[src/hw/ks10_macros.svh]
`ifndef KS10_MACROS_SVH
`define KS10_MACROS_SVH

//////////////////////////////////////////////////////////////////////
// Control ROM layout
//////////////////////////////////////////////////////////////////////

// Microword width, bit 0 is the most significant bit
`define CROM_WIDTH 108

// Special field enable
`define CROM_SPEC_EN 70

// Special select field, HI is the leftmost (most significant) bit
`define CROM_SPEC_SEL_HI 36
`define CROM_SPEC_SEL_LO 41

//////////////////////////////////////////////////////////////////////
// Special select codes
//////////////////////////////////////////////////////////////////////

`define SPEC_SEL_APRENABLE 6'o12
`define SPEC_SEL_APRFLAGS  6'o13
`define SPEC_SEL_PIENABLE  6'o14

`endif
[src/hw/ks10_pkg.sv]
package ks10_pkg;

   // 36-bit data path word, bit 0 most significant
   // Same word is decoded differently by each register load
   typedef union packed
   {
      // APR enable register load
      struct packed
      {
         logic [0:21]  unused;
         logic         trapEn;     // Trap enable
         logic         pageEn;     // Paging enable
         logic [24:31] mask;       // Per-flag interrupt enables
         logic         swInt;      // Software interrupt
         logic [0:2]   pri;        // Request priority, 0 is off
      } aprEnView;

      // APR flag register load
      struct packed
      {
         logic [0:23]  unusedHi;
         logic [24:31] flags;
         logic [32:35] unusedLo;
      } aprFlagView;

      // PI enable register load
      struct packed
      {
         logic [0:26]  unusedHi;
         logic         piOn;       // Master enable
         logic         unused28;
         logic [1:7]   levelEn;    // Level 1 is most urgent
      } piView;
   } dpWord_t;

endpackage

[src/hw/aprSubsystem.sv]
`include "ks10_macros.svh"

// APR status block with its priority interrupt stage
module aprSubsystem
(
   input  logic                  clk,
   input  logic                  rst,
   input  logic                  clken,
   input  logic [0:`CROM_WIDTH-1] crom,
   input  ks10_pkg::dpWord_t      dp,
   input  logic                  nxmIntr,
   input  logic                  cslIntr,
   input  logic [1:7]            devIntr,
   output logic [22:35]          aprFlags,
   output logic [1:7]            aprIntr,
   output logic                  piReq,
   output logic [0:2]            piLevel
);

   // Decoded write strobes
   logic aprEnableWr;
   logic aprFlagsWr;
   logic piEnableWr;

   //////////////////////////////////////////////////////////////////////
   // Microcode decode
   //////////////////////////////////////////////////////////////////////

   specDecode u_specDecode (.clken(clken), .crom(crom), .aprEnableWr(aprEnableWr),
                            .aprFlagsWr(aprFlagsWr), .piEnableWr(piEnableWr));

   //////////////////////////////////////////////////////////////////////
   // APR and PI
   //////////////////////////////////////////////////////////////////////

   apr u_apr (.clk(clk), .rst(rst), .aprEnableWr(aprEnableWr), .aprFlagsWr(aprFlagsWr),
              .dp(dp), .nxmIntr(nxmIntr), .cslIntr(cslIntr), .aprFlags(aprFlags),
              .aprIntr(aprIntr));

   // APR request joins the device lines here
   piArbiter u_piArbiter (.clk(clk), .rst(rst), .clken(clken), .piEnableWr(piEnableWr),
                          .dp(dp), .aprIntr(aprIntr), .devIntr(devIntr), .piReq(piReq),
                          .piLevel(piLevel));

endmodule

[src/hw/piArbiter.sv]
// Priority interrupt enable and level arbitration
module piArbiter
(
   input  logic             clk,
   input  logic             rst,
   input  logic             clken,
   input  logic             piEnableWr,
   input  ks10_pkg::dpWord_t dp,
   input  logic [1:7]       aprIntr,
   input  logic [1:7]       devIntr,
   output logic             piReq,
   output logic [0:2]       piLevel
);

   // PI enable register
   logic       piOn;
   logic [1:7] levelEn;

   // Merged and masked requests
   logic [1:7] masked;
   logic [0:2] nextLevel;

   //////////////////////////////////////////////////////////////////////
   // PI enable register
   //////////////////////////////////////////////////////////////////////

   always_ff @(posedge clk or posedge rst)
   begin
      if (rst)
      begin
         piOn    <= 1'b0;
         levelEn <= '0;
      end
      else if (piEnableWr)
      begin
         piOn    <= dp.piView.piOn;
         levelEn <= dp.piView.levelEn;
      end
   end

   //////////////////////////////////////////////////////////////////////
   // Arbitration
   //////////////////////////////////////////////////////////////////////

   // APR shares the device lines, PI off kills everything
   assign masked = (aprIntr | devIntr) & levelEn & {7{piOn}};

   // Lowest-numbered level wins, scan down so it is written last
   always_comb
   begin
      nextLevel = 3'd0;
      for (int lvl = 7; lvl >= 1; lvl--)
      begin
         if (masked[lvl])
         begin
            nextLevel = 3'(lvl);
         end
      end
   end

   // Held while clken is low
   always_ff @(posedge clk or posedge rst)
   begin
      if (rst)
      begin
         piReq   <= 1'b0;
         piLevel <= '0;
      end
      else if (clken)
      begin
         piReq   <= |masked;
         piLevel <= nextLevel;
      end
   end

endmodule

[src/hw/apr.sv]
// APR status flags, enables and interrupt request
module apr
(
   input  logic             clk,
   input  logic             rst,
   input  logic             aprEnableWr,
   input  logic             aprFlagsWr,
   input  ks10_pkg::dpWord_t dp,
   input  logic             nxmIntr,
   input  logic             cslIntr,
   output logic [22:35]     aprFlags,
   output logic [1:7]       aprIntr
);

   // Flag register
   logic [24:31] flags;

   // Enable register
   logic         trapEn;
   logic         pageEn;
   logic [24:31] enMask;
   logic         swInt;
   logic [0:2]   pri;

   // Combined request before level decode
   logic         intReq;

   //////////////////////////////////////////////////////////////////////
   // Flag register
   //////////////////////////////////////////////////////////////////////

   // Flag 27 is non-existent memory
   // Flag 31 is the console request
   // Event sets land after the write so they win
   always_ff @(posedge clk or posedge rst)
   begin
      if (rst)
      begin
         flags <= '0;
      end
      else
      begin
         if (aprFlagsWr)
         begin
            flags <= dp.aprFlagView.flags;
         end
         if (nxmIntr)
         begin
            flags[27] <= 1'b1;
         end
         if (cslIntr)
         begin
            flags[31] <= 1'b1;
         end
      end
   end

   //////////////////////////////////////////////////////////////////////
   // Enable register
   //////////////////////////////////////////////////////////////////////

   always_ff @(posedge clk or posedge rst)
   begin
      if (rst)
      begin
         trapEn <= 1'b0;
         pageEn <= 1'b0;
         enMask <= '0;
         swInt  <= 1'b0;
         pri    <= '0;
      end
      else if (aprEnableWr)
      begin
         trapEn <= dp.aprEnView.trapEn;
         pageEn <= dp.aprEnView.pageEn;
         enMask <= dp.aprEnView.mask;
         swInt  <= dp.aprEnView.swInt;
         pri    <= dp.aprEnView.pri;
      end
   end

   //////////////////////////////////////////////////////////////////////
   // Request and level decode
   //////////////////////////////////////////////////////////////////////

   // Any enabled flag, or software request
   assign intReq = (|(flags & enMask)) | swInt;

   // One-hot on the priority level, nothing at priority 0
   always_comb
   begin
      for (int lvl = 1; lvl <= 7; lvl++)
      begin
         aprIntr[lvl] = intReq & (pri == 3'(lvl));
      end
   end

   // Status word as read back by the microcode
   assign aprFlags = {trapEn, pageEn, flags, intReq, 3'b111};

endmodule

[src/hw/specDecode.sv]
`include "ks10_macros.svh"

// Special field decode to register write strobes
module specDecode
(
   input  logic                  clken,
   input  logic [0:`CROM_WIDTH-1] crom,
   output logic                  aprEnableWr,
   output logic                  aprFlagsWr,
   output logic                  piEnableWr
);

   // Select field width straight from the layout
   localparam int SelWidth = `CROM_SPEC_SEL_LO - `CROM_SPEC_SEL_HI + 1;

   logic                specEn;
   logic [0:SelWidth-1] specSel;

   //////////////////////////////////////////////////////////////////////
   // Field extraction
   //////////////////////////////////////////////////////////////////////

   assign specEn  = crom[`CROM_SPEC_EN];
   assign specSel = crom[`CROM_SPEC_SEL_HI:`CROM_SPEC_SEL_LO];

   //////////////////////////////////////////////////////////////////////
   // Strobes
   //////////////////////////////////////////////////////////////////////

   // APR enable register load
   assign aprEnableWr = clken & specEn & (specSel == `SPEC_SEL_APRENABLE);

   // APR flag register load
   assign aprFlagsWr  = clken & specEn & (specSel == `SPEC_SEL_APRFLAGS);

   // PI enable register load
   assign piEnableWr  = clken & specEn & (specSel == `SPEC_SEL_PIENABLE);

endmodule

[config.mk]
export PLATFORM = sky130hd
export DESIGN_NAME = aprSubsystem
export DESIGN_NICKNAME = d
export VERILOG_FILES = /design/src/hw/ks10_pkg.sv /design/src/hw/aprSubsystem.sv /design/src/hw/piArbiter.sv /design/src/hw/apr.sv /design/src/hw/specDecode.sv
export VERILOG_INCLUDE_DIRS = /design/src /design/src/hw
export SDC_FILE = /design/constraint.sdc
export NUM_CORES = 1
export LEC_CHECK = 0
export BUFFER_PORTS_ARGS = -buffer_cell sky130_fd_sc_hd__buf_2
export CORE_MARGIN = 4
export CORE_UTILIZATION = 35
export DETAILED_ROUTE_END_ITERATION = 10
export GPL_TIMING_DRIVEN = 1
export PLACE_DENSITY_LB_ADDON = 0.05
export SLEW_MARGIN = 0
export SYNTH_ARGS = -nofsm -noshare
export SYNTH_HDL_FRONTEND = slang
export SYNTH_SLANG_ARGS = --single-unit
[constraint.sdc]
create_clock -name clk -period 1.9 [get_ports clk]
set_input_delay 0.285 -clock clk [delete_from_list [all_inputs] [get_ports clk]]
set_output_delay 0.285 -clock clk [all_outputs]
set_load 0.005 [all_outputs]
; After elaboration in Yosys (flattened, before gate mapping)
; Index checks and enable logic that the tools add are counted.
[word_totals]
elab_cells = 52
inputBits = 156
ff_bits = 34
out_inout_bits = 25
[classes]
eq_ne = 10
n_bitwise = 16
n_reduce_logical = 4
mux = 10
[ops]
columns = op, count
row1 = 3-bit 2-to-1 mux, 7
row2 = "6-bit by 4-bit equality test with 1-bit output, second input constant", 3
row3 = 7-bit AND, 2
row4 = "3-bit equality test, second input constant", 4
row5 = 1-bit AND, 11
row6 = 8-bit AND, 1
row7 = 8-bit OR reduction, 1
row8 = 7-bit bitwise OR, 1
row9 = 7-bit OR reduction, 1
row10 = "3-bit by 2-bit equality test with 1-bit output, second input constant", 2
row11 = 5-bit 2-to-1 mux, 1
row12 = 2-bit nonzero test, 2
row13 = "3-bit by 1-bit equality test with 1-bit output, second input constant", 1
row14 = 1-bit 2-to-1 mux, 2
row15 = 1-bit bitwise OR, 1

; Depth between registers and ports, before layout
[logic_depth]
depth_word = 14
mapped_depth = 8

; By module
; A second synthesis with hierarchy kept.
[hier_totals]
hier_cells = 134
hier_area_um2 = 1644.1
[modules_own_cells]
columns = module, instances, seq_area_each_um2, area_per_inst_um2, cells_per_inst
row1 = apr, 1, 550.5, 994.7, 79
row2 = piArbiter, 1, 300.3, 595.6, 48
row3 = specDecode, 1, 0.0, 53.8, 7

; Worst setup path after synthesis
; Ideal clock, no wire load.
[synth_timing]
path_type = reg-to-reg
startpoint = register u_apr.flags[30] in the netlist's numbering
endpoint = register u_piArbiter.piLevel[0] in the netlist's numbering
setup_ns = 0.095
stages_incl_launch_ff = 9
arrival_time_ns = 1.626
setup_slack_ns = 0.178
n_path_buf = 1
cell_sequence = dfrtp_1 a222oi_1 and3_1 and2_4 buf_12 inv_6 a41oi_2 inv_2 o32ai_2
[synth_via]
elab_chain_cells = 14
word_cells_on_any_way = 20
classes_between = mux (7) / bitwise (12) / reduce/logical (1)
[synth_lines]
columns = item, line
row1 = from (decl), apr.sv:16  ; logic [24:31] flags;
row2 = from (signal assigned), apr.sv:45  ; flags <= dp.aprFlagView.flags;
row3 = 8-bit AND (*), apr.sv:87  ; assign intReq = (|(flags & enMask)) | swInt;
row4 = 8-bit OR reduction (*), apr.sv:87
row5 = 1-bit bitwise OR (*), apr.sv:87
row6 = via u_apr.intReq, apr.sv:26  ; logic intReq;
row7 = 1-bit AND, apr.sv:94  ; aprIntr[lvl] = intReq & (pri == 3'(lvl));
row8 = 7-bit bitwise OR (*), piArbiter.sv:46  ; assign masked = (aprIntr | devIntr) & levelEn & {7{piOn}};
row9 = 7-bit AND (*) (2 in series), piArbiter.sv:46
row10 = 3-bit 2-to-1 mux (6 in series), piArbiter.sv:54  ; if (masked[lvl])
row11 = 3-bit 2-to-1 mux (*), piArbiter.sv:54
row12 = to (signal assigned), piArbiter.sv:72  ; piLevel <= nextLevel;
row13 = to (decl), piArbiter.sv:12  ; output logic [0:2] piLevel
; The timed path passes the listed nets; every way through them passes the cells marked *.
; A chain may end at the register's enable or synchronous reset.

; Worst setup path in the final report
[layout_timing]
startpoint = register u_apr.enMask[30] in the netlist's numbering
endpoint = output port aprIntr[4] in the netlist's numbering
[layout_via]
elab_chain_cells = 4
[layout_lines]
columns = item, line
row1 = from (decl), apr.sv:21  ; logic [24:31] enMask;
row2 = from (signal assigned), apr.sv:76  ; enMask <= dp.aprEnView.mask;
row3 = 8-bit AND, apr.sv:87
row4 = 8-bit OR reduction, apr.sv:87
row5 = 1-bit bitwise OR, apr.sv:87
row6 = 1-bit AND, apr.sv:94
row7 = to (decl), aprSubsystem.sv:15  ; output logic [1:7] aprIntr,
; Every way passes these cells.

==> summary.md <==
| Metric | Value |
|---|---|
| Antenna cells | `0` |
| Clock-pin slew on the worst setup and hold paths | `70 ps` |
| Clock skew | `5.49 ps` |
| First-pass detailed-route iteration total | `4` |
| Largest net degree at the start of global routing | `35` |
| Antenna viol nets, final | `0` |
| Root Driver | `clkbuf_8` |
| I/O Pins | `181` |
| Pint | `1.22 mW` |
| Final Net Count | `383` |
| Latest clock arrival within the worst-skew pair | `280 ps` |
| Combinational share of power | `20.3%` |
| Cell area power density | `728 nW/um^2` |
| Reg power frac | `49.0%` |
| Clock Sinks | `34` |
| Wirelength per Cell | `15.2 um` |
| Remaining DRCs | `0` |
| Worst setup margin | `-169 ps` |
| Worst EP arrival | `1780 ps` |
| Top cell type's share of synthesized area | `48.1%` |
| Rows | `25` |
| TritonCTS clock tree | `done` |
| Worst Setup Path Type | `reg2out` |
| Total CTS buffers | `5` |
| VDD IR-drop max | `447 uV` |
| Initial antenna violation count | `0` |
| Syn Std Cell Area | `1770 um^2` |
| RSZ-0062 raised after global routing | `true` |
| Fmax achieved | `483 MHz` |
| Clock buffer depth | `2` |
| Placer congestion estimate | `0.899` |
| All-Layer GR Usage | `15.6%` |
| Relative slew margins | `66.9%` |
| Post-placement cell count | `281` |
| Synth unique cells | `45` |
| Final instance area | `2320 um^2` |
| DP Area | `2130 um^2` |
| Crit start category | `flop` |
| Non-filler cells, final | `295` |
| Vias per cell | `5.01` |
| Leading area contributor after synthesis | `dfrtp_1` |
| Gate Count Post-Synth | `158` |
| Yosys reg bits | `34` |
| Final Max Slew Viols | `0` |
| FILL cells | `487` |
| Clock share of power | `30.7%` |
| Area contributors post-synth | `dfrtp_1 (48%), mux2_2 (18%), buf_4 (2.5%)` |
| Min-Delay Path Class | `in2async` |
| Congestion Overflow GR | `0` |
| First-pass GRT wire length | `7650 um` |
| Synth warnings | `0` |
| Minimum clock period | `2070 ps` |
| Final Setup Violations | `12` |
| Failing checks | `setup timing` |
| Die Y | `79.1 um` |
| LEAKAGE | `1.15 nW` |
| Port-buffer cells | `54` |
| Sw power | `0.470 mW` |
| Final WL | `4500 um` |
| Mapped Avg Cell Area | `11.2 um^2` |
| Fin. Hold Viols | `0` |
| Run status | `finished, violations left` |
| Share of cells above drive strength 1 | `52.2%` |
| Via count | `1479` |
| Crit share post-route | `109%` |
| Number of global-route vias before repair | `1621` |
| Cts hold-fix bufs | `0` |
| Initial core utilization | `36.7%` |
| H-Tree Level Count | `2` |
| Layout area overhead | `31.1%` |
| Die area | `6250 um^2` |
| Sequential area share after synthesis | `48.1%` |
| HPWL Detailed | `3510 um` |
| CP Capture Type | `output pin` |
| Max-cap violations | `0` |
| Slew @ Worst Pin | `491 ps` |
| Die W | `79.1 um` |
| CP Max Fanout | `5` |
| Total core area | `4820 um^2` |
| 1st-iter DRT viols | `84` |
| Sw frac | `27.8%` |
| Worst Path Required | `1620 ps` |
==> logic make-up after synthesis <==
kind of cell	share of synthesized area, %
multiplexers	19.0
buffers and inverters	6.37
flip-flops	48.1
AO/OA/AOI/OAI	13.2
AND/OR/NAND/NOR	13.1
other	0.212
==> synth_stat cells, drive strengths merged <==
| cell type | count |
|---|---|
| a31oi | 1 |
| nor2b | 4 |
| a41oi | 2 |
| nand3 | 6 |
| nand3b | 2 |
| a22oi | 2 |
| conb | 1 |
| a222oi | 1 |
| o311ai | 1 |
| a21o | 1 |
| o32ai | 1 |
| or3 | 1 |
| nor3 | 4 |
| o31ai | 3 |
| nand2 | 12 |
| o31a | 1 |
| a211oi | 2 |
| mux2i | 1 |
| and3 | 2 |
| o22ai | 2 |
| a2111oi | 1 |
| nor3b | 1 |
| o21a | 1 |
| clkbuf | 4 |
| buf | 8 |
| a21oi | 3 |
| a22o | 2 |
| dfrtp | 34 |
| mux2 | 29 |
| nor2 | 10 |
| a211o | 2 |
| o21ai | 2 |
| inv | 6 |
| and2 | 2 |
| nand4b | 1 |
| a32oi | 1 |
| nand2b | 1 |
==> power by group through the flow <==
stage / sequential [mW] / combinational, mW / clock (mW)
floorplan: 0.819 / 0.197 / 0
global placement: 0.834 / 0.278 / 0
detailed placement: 0.839 / 0.287 / 0
CTS: 0.827 / 0.341 / 0.551
global route: 0.834 / 0.381 / 0.576
finish: 0.827 / 0.342 / 0.519
==> routing by layer <==
metal  vias up  wire [um]  track usage, %
li1        702          -               -
met1       722       1880            18.7
met2        47       2240            26.9
met3         8        311            4.20
met4         0         61            5.15
met5         -          0               0
==> placed cells by master, fill, tap and decap left out, types with 2 or more instances in the layout <==
cell type,netlist,layout
buf_2,1,53
dfrtp_1,34,34
mux2_2,28,28
buf_4,6,18
nand2_1,12,11
nor2_1,9,9
nand3_1,6,6
clkbuf_8,0,5
inv_1,4,4
nor2b_1,4,4
nor3_1,4,4
o31ai_1,3,3
a21oi_1,3,3
conb_1,1,3
nand3b_1,2,2
and3_1,2,2
a22o_1,2,2
a211oi_2,0,2
a22oi_1,2,2
o22ai_1,2,2
o21ai_0,2,2
a211o_1,2,2
==> flip-flops by register name, indices dropped and copies added, names as in the netlist, 3 cells and up <==
name / flops
u_piArbiter.levelEn: 7
u_apr.flags: 8
u_apr.enMask: 8
u_piArbiter.piLevel: 3
u_apr.pri: 3
==> final cells by class <==
cell class                      count  area (um^2)  area share (%)
Sequential cell                    34          851            36.7
Timing Repair Buffer               72          412            17.8
Inverter                            6         27.5            1.19
Clock buffer                        5         68.8            2.97
Multi-Input combinational cell    108          855            36.9
Clock inverter                      3         21.3           0.917
Tap cell                           67         83.8            3.62
==> timing repair <==
| item | 4_1_cts | 5_1_grt |
|---|---|---|
| setup buffers | 5 | 1 |
| gates resized for setup | 8 | 1 |
| pin swaps | 7 | 3 |
| endpoints found under the setup margin | 11 | 12 |
==> critical path, stage by stage (launching register included) <==
cell	delay [ps]
dfrtp_1	380
a222oi_1	350
and3_1	260
and2_4	200
inv_6	40
nand2_4	60
nor3_1	50
buf_2	150
==> per-stage QoR <==
step                worst slack, ps  total power [mW]  hold slack [ps]  setup TNS, ps  utilization [%]
floorplan                       178              1.02              376              0                -
global placement              -34.1              1.11              392          -62.0             44.3
global route                   -265              1.79              151          -2650             48.1
detailed placement            -54.3              1.13              403           -132             44.3
finish                         -169              1.69             91.0          -1360             48.1
CTS                            -201              1.72             88.2          -1760             47.8
==> worst paths after layout <==
kind | startpoint | to | slack [ps] | cells past startpoint
max in group asynchronous | rst | u_piArbiter.levelEn[6] | 1500 | 3
min in group clk | nxmIntr | u_apr.flags[27] | 190 | 2
max | u_apr.enMask[30] | aprIntr[4] | -170 | 7
max reg2reg | u_apr.enMask[30] | u_piArbiter.piLevel[2] | -120 | 9
min | rst | u_apr.enMask[30] | 90 | 3
min reg2reg | u_apr.enMask[31] | u_apr.enMask[31] | 520 | 1
Power figures use the tool's default switching activity.
